--- config.mk ---
export PLATFORM = sky130hd
export DESIGN_NAME = board_ctrl_top
export DESIGN_NICKNAME = d
export VERILOG_FILES = /design/src/wb_pkg.sv /design/src/board_pkg.sv /design/src/wb_slave_if.sv /design/src/wb_addr_decode.sv /design/src/sys_config_regs.sv /design/src/irq_controller.sv /design/src/switch_debouncer.sv /design/src/board_ctrl_top.sv
export SDC_FILE = /design/constraint.sdc
export NUM_CORES = 1
export LEC_CHECK = 0
export ABC_AREA = 1
export BUFFER_PORTS_ARGS = -buffer_cell sky130_fd_sc_hd__buf_2
export CORE_UTILIZATION = 48
export CTS_CLUSTER_DIAMETER = 60
export DETAILED_ROUTE_END_ITERATION = 7
export HOLD_SLACK_MARGIN = 0.15
export PLACE_DENSITY_LB_ADDON = 0.3
export SYNTH_ARGS = -nofsm -noshare
export SYNTH_HDL_FRONTEND = slang
export SYNTH_SLANG_ARGS = --single-unit
--- constraint.sdc ---
create_clock -name gclk40 -period 1.73 [get_ports gclk40]
set_input_delay 0.173 -clock gclk40 [delete_from_list [all_inputs] [get_ports gclk40]]
set_output_delay 0.173 -clock gclk40 [all_outputs]
set_load 0.005 [all_outputs]
--- src/wb_pkg.sv ---
`default_nettype none

package wb_pkg;

  // bus geometry of the board management Wishbone bus
  localparam int ADDR_W   = 16;
  localparam int DATA_W   = 16;

  // the upper address bits pick a block, the lower bits a register inside it
  localparam int BLOCK_W  = 4;
  localparam int OFFSET_W = 12;

  typedef struct packed {
    logic [BLOCK_W-1:0]  block;
    logic [OFFSET_W-1:0] offset;
  } wb_addr_fields_t;

  // the decoder looks at the block field, the slaves at the offset field
  typedef union packed {
    logic [ADDR_W-1:0] word;
    wb_addr_fields_t   fields;
  } wb_addr_t;

endpackage

`default_nettype wire

--- src/board_pkg.sv ---
`default_nettype none

package board_pkg;

  // memory map block codes
  localparam logic [wb_pkg::BLOCK_W-1:0] BLK_SYS_CONFIG = wb_pkg::BLOCK_W'(0);
  localparam logic [wb_pkg::BLOCK_W-1:0] BLK_IRQ        = wb_pkg::BLOCK_W'(1);

  // system configuration block registers
  localparam logic [wb_pkg::OFFSET_W-1:0] REG_BOARD_ID = wb_pkg::OFFSET_W'(0);
  localparam logic [wb_pkg::OFFSET_W-1:0] REG_REVISION = wb_pkg::OFFSET_W'(1);
  localparam logic [wb_pkg::OFFSET_W-1:0] REG_CONFIG   = wb_pkg::OFFSET_W'(2);

  // interrupt controller registers, pending bits are cleared by writing a one
  localparam logic [wb_pkg::OFFSET_W-1:0] REG_IRQ_PENDING = wb_pkg::OFFSET_W'(0);
  localparam logic [wb_pkg::OFFSET_W-1:0] REG_IRQ_MASK    = wb_pkg::OFFSET_W'(1);

  // board identity
  localparam logic [wb_pkg::DATA_W-1:0] BOARD_ID = 16'h0B0D;
  localparam logic [wb_pkg::DATA_W-1:0] REVISION = 16'h0102;

  // configuration pin vector
  localparam int                 CONFIG_W     = 8;
  localparam logic [CONFIG_W-1:0] CONFIG_RESET = 8'h00;

  // interrupt source layout
  localparam int NUM_IRQ           = 4;
  localparam int IRQ_CHS_POWERDOWN = 0;
  localparam int IRQ_EXT_LSB       = 1;

  // kept short so a press can be seen within a few dozen clocks
  localparam int DEBOUNCE_CYCLES = 16;

endpackage

`default_nettype wire

--- src/wb_slave_if.sv ---
`timescale 1ns/10ps
`default_nettype none

// one Wishbone classic connection between the decoder and a register slave
interface wb_slave_if;

  logic        cyc;
  logic        stb;
  logic        we;
  logic [15:0] adr;
  logic [15:0] dat_w;
  logic [15:0] dat_r;
  logic        ack;

  modport master (
    output cyc, stb, we, adr, dat_w,
    input  dat_r, ack
  );

  modport slave (
    input  cyc, stb, we, adr, dat_w,
    output dat_r, ack
  );

endinterface

`default_nettype wire

--- src/wb_addr_decode.sv ---
`timescale 1ns/10ps
`default_nettype none

module wb_addr_decode (
  input  wire logic                      gclk40,
  input  wire logic                      hard_reset,
  input  wire logic                      wb_cyc_i,
  input  wire logic                      wb_stb_i,
  input  wire logic                      wb_we_i,
  input  wire logic [wb_pkg::ADDR_W-1:0] wb_adr_i,
  input  wire logic [wb_pkg::DATA_W-1:0] wb_dat_i,
  output      logic [wb_pkg::DATA_W-1:0] wb_dat_o,
  output      logic                      wb_ack_o,
  output      logic                      wb_err_o,
  wb_slave_if.master                     cfg_bus,
  wb_slave_if.master                     irq_bus
);

  wb_pkg::wb_addr_t addr;
  logic             sel_cfg;
  logic             sel_irq;
  logic             err_req;
  logic             err_q;
  logic             err_hold;

  assign addr    = wb_adr_i;
  assign sel_cfg = (addr.fields.block == board_pkg::BLK_SYS_CONFIG);
  assign sel_irq = (addr.fields.block == board_pkg::BLK_IRQ);

  // only the strobe is steered, everything else goes to both slaves
  assign cfg_bus.cyc   = wb_cyc_i;
  assign cfg_bus.stb   = wb_stb_i & sel_cfg;
  assign cfg_bus.we    = wb_we_i;
  assign cfg_bus.adr   = wb_adr_i;
  assign cfg_bus.dat_w = wb_dat_i;

  assign irq_bus.cyc   = wb_cyc_i;
  assign irq_bus.stb   = wb_stb_i & sel_irq;
  assign irq_bus.we    = wb_we_i;
  assign irq_bus.adr   = wb_adr_i;
  assign irq_bus.dat_w = wb_dat_i;

  // the master holds the address until the cycle ends, so the select is stable here
  assign wb_dat_o = sel_cfg ? cfg_bus.dat_r :
                    sel_irq ? irq_bus.dat_r : '0;
  assign wb_ack_o = cfg_bus.ack | irq_bus.ack;

  // nobody answers an unmapped block, so the decoder ends the cycle with err
  assign err_req = wb_cyc_i & wb_stb_i & ~sel_cfg & ~sel_irq;

  always_ff @(posedge gclk40) begin
    if (hard_reset) begin
      err_q    <= 1'b0;
      err_hold <= 1'b0;
    end else begin
      err_q <= err_req & ~err_q & ~err_hold;
      // one err per strobe, even if the master is slow to drop it
      if (!(wb_cyc_i && wb_stb_i)) begin
        err_hold <= 1'b0;
      end else if (err_q) begin
        err_hold <= 1'b1;
      end
    end
  end

  assign wb_err_o = err_q;

endmodule

`default_nettype wire

--- src/sys_config_regs.sv ---
`timescale 1ns/10ps
`default_nettype none

module sys_config_regs (
  input  wire logic                           gclk40,
  input  wire logic                           hard_reset,
  wb_slave_if.slave                           bus,
  output      logic [board_pkg::CONFIG_W-1:0] sys_config_o
);

  wb_pkg::wb_addr_t                addr;
  logic                            req;
  logic                            ack_q;
  logic [board_pkg::CONFIG_W-1:0]  config_q;

  assign addr = bus.adr;

  // a new request is accepted only when no ack is out this cycle
  assign req = bus.cyc & bus.stb & ~ack_q;

  always_ff @(posedge gclk40) begin
    if (hard_reset) begin
      ack_q    <= 1'b0;
      config_q <= board_pkg::CONFIG_RESET;
    end else begin
      ack_q <= req;
      // identity and revision are constants, writes to them are simply acked
      if (req && bus.we && addr.fields.offset == board_pkg::REG_CONFIG) begin
        config_q <= bus.dat_w[board_pkg::CONFIG_W-1:0];
      end
    end
  end

  always_comb begin
    case (addr.fields.offset)
      board_pkg::REG_BOARD_ID: bus.dat_r = board_pkg::BOARD_ID;
      board_pkg::REG_REVISION: bus.dat_r = board_pkg::REVISION;
      board_pkg::REG_CONFIG: begin
        bus.dat_r = {{(wb_pkg::DATA_W - board_pkg::CONFIG_W){1'b0}}, config_q};
      end
      default: bus.dat_r = '0;
    endcase
  end

  assign bus.ack      = ack_q;
  assign sys_config_o = config_q;

endmodule

`default_nettype wire

--- src/irq_controller.sv ---
`timescale 1ns/10ps
`default_nettype none

module irq_controller (
  input  wire logic                          gclk40,
  input  wire logic                          hard_reset,
  wb_slave_if.slave                          bus,
  input  wire logic [board_pkg::NUM_IRQ-1:0] irq_src_i,
  output      logic                          irq_o
);

  wb_pkg::wb_addr_t               addr;
  logic                           req;
  logic                           ack_q;
  logic [board_pkg::NUM_IRQ-1:0]  src_q;
  logic [board_pkg::NUM_IRQ-1:0]  src_qq;
  logic [board_pkg::NUM_IRQ-1:0]  src_rise;
  logic [board_pkg::NUM_IRQ-1:0]  clr;
  logic [board_pkg::NUM_IRQ-1:0]  pending_q;
  logic [board_pkg::NUM_IRQ-1:0]  mask_q;
  logic                           irq_q;

  assign addr = bus.adr;
  assign req  = bus.cyc & bus.stb & ~ack_q;

  // the first stage samples the sources, the edge is seen between the two stages
  assign src_rise = src_q & ~src_qq;

  always_comb begin
    clr = '0;
    if (req && bus.we && addr.fields.offset == board_pkg::REG_IRQ_PENDING) begin
      clr = bus.dat_w[board_pkg::NUM_IRQ-1:0];
    end
  end

  always_ff @(posedge gclk40) begin
    if (hard_reset) begin
      ack_q     <= 1'b0;
      src_q     <= '0;
      src_qq    <= '0;
      pending_q <= '0;
      mask_q    <= '1;
      irq_q     <= 1'b0;
    end else begin
      ack_q  <= req;
      src_q  <= irq_src_i;
      src_qq <= src_q;
      // an edge arriving with a clear of the same bit keeps the bit set
      pending_q <= (pending_q & ~clr) | src_rise;
      if (req && bus.we && addr.fields.offset == board_pkg::REG_IRQ_MASK) begin
        mask_q <= bus.dat_w[board_pkg::NUM_IRQ-1:0];
      end
      irq_q <= |(pending_q & mask_q);
    end
  end

  always_comb begin
    case (addr.fields.offset)
      board_pkg::REG_IRQ_PENDING: begin
        bus.dat_r = {{(wb_pkg::DATA_W - board_pkg::NUM_IRQ){1'b0}}, pending_q};
      end
      board_pkg::REG_IRQ_MASK: begin
        bus.dat_r = {{(wb_pkg::DATA_W - board_pkg::NUM_IRQ){1'b0}}, mask_q};
      end
      default: bus.dat_r = '0;
    endcase
  end

  assign bus.ack = ack_q;
  assign irq_o   = irq_q;

endmodule

`default_nettype wire

--- src/switch_debouncer.sv ---
`timescale 1ns/10ps
`default_nettype none

module switch_debouncer #(
  parameter int STABLE_CYCLES = board_pkg::DEBOUNCE_CYCLES
) (
  input  wire logic gclk40,
  input  wire logic hard_reset,
  input  wire logic switch_n_i,
  output      logic pressed_o
);

  logic [1:0]                           sync_q;
  logic                                 level_pressed;
  logic                                 pressed_q;
  logic [$clog2(STABLE_CYCLES + 1)-1:0] stable_cnt;

  // the switch is active low, a released switch reads high
  assign level_pressed = ~sync_q[1];

  always_ff @(posedge gclk40) begin
    if (hard_reset) begin
      sync_q     <= 2'b11;
      pressed_q  <= 1'b0;
      stable_cnt <= '0;
    end else begin
      sync_q <= {sync_q[0], switch_n_i};
      // count samples that disagree with the output, any agreeing sample starts over
      if (level_pressed == pressed_q) begin
        stable_cnt <= '0;
      end else if (stable_cnt == $bits(stable_cnt)'(STABLE_CYCLES - 1)) begin
        pressed_q  <= level_pressed;
        stable_cnt <= '0;
      end else begin
        stable_cnt <= stable_cnt + 1'b1;
      end
    end
  end

  assign pressed_o = pressed_q;

endmodule

`default_nettype wire

--- src/board_ctrl_top.sv ---
`timescale 1ns/10ps
`default_nettype none

module board_ctrl_top (
  input  wire logic                                                   gclk40,
  input  wire logic                                                   hard_reset,
  input  wire logic                                                   wb_cyc_i,
  input  wire logic                                                   wb_stb_i,
  input  wire logic                                                   wb_we_i,
  input  wire logic [wb_pkg::ADDR_W-1:0]                              wb_adr_i,
  input  wire logic [wb_pkg::DATA_W-1:0]                              wb_dat_i,
  output      logic [wb_pkg::DATA_W-1:0]                              wb_dat_o,
  output      logic                                                   wb_ack_o,
  output      logic                                                   wb_err_o,
  input  wire logic                                                   chs_powerdown_n_i,
  input  wire logic [board_pkg::NUM_IRQ-board_pkg::IRQ_EXT_LSB-1:0]  irq_ext_i,
  output      logic                                                   irq_o,
  output      logic [board_pkg::CONFIG_W-1:0]                         sys_config_o
);

  logic                          chs_powerdown;
  logic [board_pkg::NUM_IRQ-1:0] irq_src;

  wb_slave_if cfg_bus ();
  wb_slave_if irq_bus ();

  wb_addr_decode u_decode (
    .gclk40     (gclk40),
    .hard_reset (hard_reset),
    .wb_cyc_i   (wb_cyc_i),
    .wb_stb_i   (wb_stb_i),
    .wb_we_i    (wb_we_i),
    .wb_adr_i   (wb_adr_i),
    .wb_dat_i   (wb_dat_i),
    .wb_dat_o   (wb_dat_o),
    .wb_ack_o   (wb_ack_o),
    .wb_err_o   (wb_err_o),
    .cfg_bus    (cfg_bus.master),
    .irq_bus    (irq_bus.master)
  );

  sys_config_regs u_sys_config (
    .gclk40       (gclk40),
    .hard_reset   (hard_reset),
    .bus          (cfg_bus.slave),
    .sys_config_o (sys_config_o)
  );

  switch_debouncer #(
    .STABLE_CYCLES (board_pkg::DEBOUNCE_CYCLES)
  ) u_pwr_debounce (
    .gclk40     (gclk40),
    .hard_reset (hard_reset),
    .switch_n_i (chs_powerdown_n_i),
    .pressed_o  (chs_powerdown)
  );

  // the power button sits below the external fault sources
  assign irq_src[board_pkg::IRQ_CHS_POWERDOWN]                     = chs_powerdown;
  assign irq_src[board_pkg::NUM_IRQ-1:board_pkg::IRQ_EXT_LSB]      = irq_ext_i;

  irq_controller u_irq (
    .gclk40     (gclk40),
    .hard_reset (hard_reset),
    .bus        (irq_bus.slave),
    .irq_src_i  (irq_src),
    .irq_o      (irq_o)
  );

endmodule

`default_nettype wire

==> results.txt <==
Status = finished, final reports clean
Crit path max fanout = 5
WL/cell = 10.4 um
Setup tns final = 0 ns
Setup violators final = 0
Router iterations before antenna repair = 4
Post-detail-place hpwl = 2.59 mm
Largest net degree at the start of global routing = 22
CTS Buffer Depth = 2
RSZ-0062 raised after global routing = no
Initial Util = 0.510
Cell Area, Placed = 2020 um^2
Crit-path slowest cell = dfxtp_1
Fillers = 324
Gr busiest metal = met2
Worst Path Class, Setup = flip-flop to flip-flop
Post-route cell area = 2230 um^2
Minimum clock period = 1.49 ns
Worst VDD drop = 0.761 mV
Share of cells above drive strength 1 = 0.248
Die footprint = 3880 um^2
Hold path cells = 3
Layout Skew = 0.0106 ns
CP most frequent cell = ha_1
Vias in the first global route = 1,505
Critical Path RT = 2.00 ns
Syn avg cell area = 7.06 um^2
Routing usage on met3 = 0.0496
Clock latency on the worst-skew pair = 0.35 ns
Worst Hold Class = input port to flip-flop
Min-delay src = wb_stb_i
Yosys reg bits = 37
H-tree levels = 2
Peak Freq = 0.670 GHz
Post-synth design cell area = 1740 um^2
Worst R2R Path Depth = 7
P&R area growth vs syn = 28.1%
Final core utilization = 0.653
CTS tree = built
Vert. Die Dim = 62.3 um
DR vias/cell = 4.83
Num CTS Buffers = 5
Post-CTS sizing = 0
IO buf count = 54
Leak = 1.11 nW
Total track usage = 0.208
Mapped Cells = 247
Diode count = 0
Yosys cell types = 30
DRC errors left = 0
Slew Limit Fails = 0
CP peak stage delay = 0.35 ns
FF-to-FF setup slack = 0.24 ns
Final Hold Vio Count = 0
Nets = 357
Routed WL = 3.74 mm
# rows = 21
Global-route wire length before repair = 6.41 mm
Die W = 62.3 um
Post-CTS Setup Bufs = 0
Core area = 3420 um^2
Routed vias = 1,743
Final GP Congestion = 0.804
Root Driver = clkbuf_4
Worst path cell trace = ha_1 -> nand2_1 -> nor2_1 -> ha_1 -> a21oi_1 -> o211ai_1 -> nor3b_1
Multi-input logic area = 797 um^2
M1 GR Usage = 0.261
Reg area = 741 um^2
Post-route clock period utilization = 0.863
Met2 usage = 0.332
CP arrival = 1.76 ns
MaxCap Viol Count = 0
Final Hold Slack = 0.174 ns
CTS Sinks = 37
Power per cell area = 740 nW/um^2
GR Overflow Total = 0
DRT iter0 DRCs = 86
Clock-pin slew on the worst setup and hold paths = 0.11 ns
Critical path startpoint = u_pwr_debounce.stable_cnt[0]
Initial antenna violation count = 0
Crit path launch type = flip-flop
Setup crit end kind = flip-flop
Antenna violation net count after detailed routing = 0
RR Startpoint = u_pwr_debounce.stable_cnt[0]
IO Count = 68
Syn. warnings = 0
Sequential-to-total area share from yosys stat = 0.425
-- logic make-up (layout without fill, tap and decap cells) --
group / after synthesis / count (layout) / synth area share
compound gates: 23 / 23 / 0.0761
fa+ha+maj: 2 / 2 / 0.0144
buf+inv: 50 / 114 / 0.126
flops: 37 / 37 / 0.425
other cells: 1 / 5 / 0.00215
simple gates: 134 / 134 / 0.356
-- cells in the final DEF (no fill, tap or decap), drive strengths merged --
cell         netlist  final
a21oi              3      3
a41oi              1      1
buf                9     56
bufinv             0      1
clkbuf             3      6
clkinvlp           0      1
conb               1      5
dfxtp             37     37
dlygate4sd3        0     12
ha                 2      2
inv               38     38
nand2             50     50
nand3             19     19
nand4              2      2
nor2              43     43
nor3              14     14
nor3b              1      1
nor4               2      2
o2111ai            3      3
o211ai             1      1
o21ai             15     15
or2                3      3
-- per-stage QoR --
stage               worst slack (ns)  instances  total power, mW
finish                         0.237        361             1.65
global route                  0.0913        361             1.74
CTS                            0.223        361             1.66
detailed placement             0.262        341             1.01
global placement               0.289        341             1.01
floorplan                      0.410        251            0.964
-- critical path, delay by kind of cell, from the launching register on --
family                   cells  cell delay (ns)
AO/OA/AOI/OAI                2             0.31
flip-flops                   1             0.35
AND/OR/NAND/NOR              3             0.34
adder cells (fa/ha/maj)      2             0.42
-- routing by layer --
layer,vias to the layer above,wire length [um]
li1,905,-
met4,0,77
met1,767,1670
met5,-,0
met2,62,1760
met3,9,229
-- state kept, by name, indices dropped and copies added, names as in the netlist --
signal / count
u_pwr_debounce.stable_cnt: 5
u_pwr_debounce.sync_q: 2
u_irq.bus.ack: 1
u_irq.src_qq: 4
u_sys_config.bus.ack: 1
u_sys_config.sys_config_o: 8
u_irq.irq_o: 1
u_irq.src_q: 4
u_pwr_debounce.pressed_o: 1
u_decode.wb_err_o: 1
u_irq.mask_q: 4
u_decode.err_hold: 1
u_irq.pending_q: 4
-- cell type report --
type / instances / share of cell area
Inverter: 38 / 0.0639
Clock inverter: 2 / 0.0168
Sequential cell: 37 / 0.332
Timing Repair Buffer: 68 / 0.182
Clock buffer: 6 / 0.0230
Multi-Input combinational cell: 164 / 0.357
Tap cell: 46 / 0.0258
-- synth_stat cells --
cell	instances	area [um^2]
nand4_2	1	12.5
nand3_1	19	95.1
a41oi_1	1	8.76
nor3b_1	1	7.51
nor2_2	2	12.5
clkbuf_1	3	11.3
nor4_1	2	12.5
nand2_2	3	18.8
nor2_1	39	146
nor3_2	1	10.0
ha_1	2	25.0
nor3_1	13	65.1
nor2_8	1	20.0
buf_4	6	45.0
o21ai_0	7	35.0
a21oi_1	3	15.0
inv_1	37	139
nand2_4	1	11.3
o211ai_1	1	7.51
dfxtp_1	37	741
nand2_1	46	173
o21ai_1	8	40.0
o2111ai_1	3	26.3
buf_2	2	10.0
inv_2	1	3.75
conb_1	1	3.75
buf_6	1	11.3
nand4_1	1	6.26
nor2_4	1	11.3
or2_2	3	18.8
-- power breakdown --
part / total, mW / internal [mW] / switching [mW] / leakage [nW]
logic: 0.138 / 0.0661 / 0.0721 / 0.761
clock network: 0.637 / 0.343 / 0.293 / 0.0445
registers: 0.877 / 0.871 / 0.00661 / 0.301
-- final timing paths --
check,endpoint
max,u_pwr_debounce.stable_cnt[2]
min,u_sys_config.bus.ack
max reg2reg,u_pwr_debounce.stable_cnt[2]
min reg2reg,u_pwr_debounce.sync_q[1]
-- timing repair --
| action | in CTS | in global routing |
|---|---|---|
| setup endpoints to repair | 0 | 0 |
| endpoints found under the hold margin | 19 | 0 |
| hold buffers | 12 | 0 |
No activity file was read; power rests on OpenSTA's default activity.
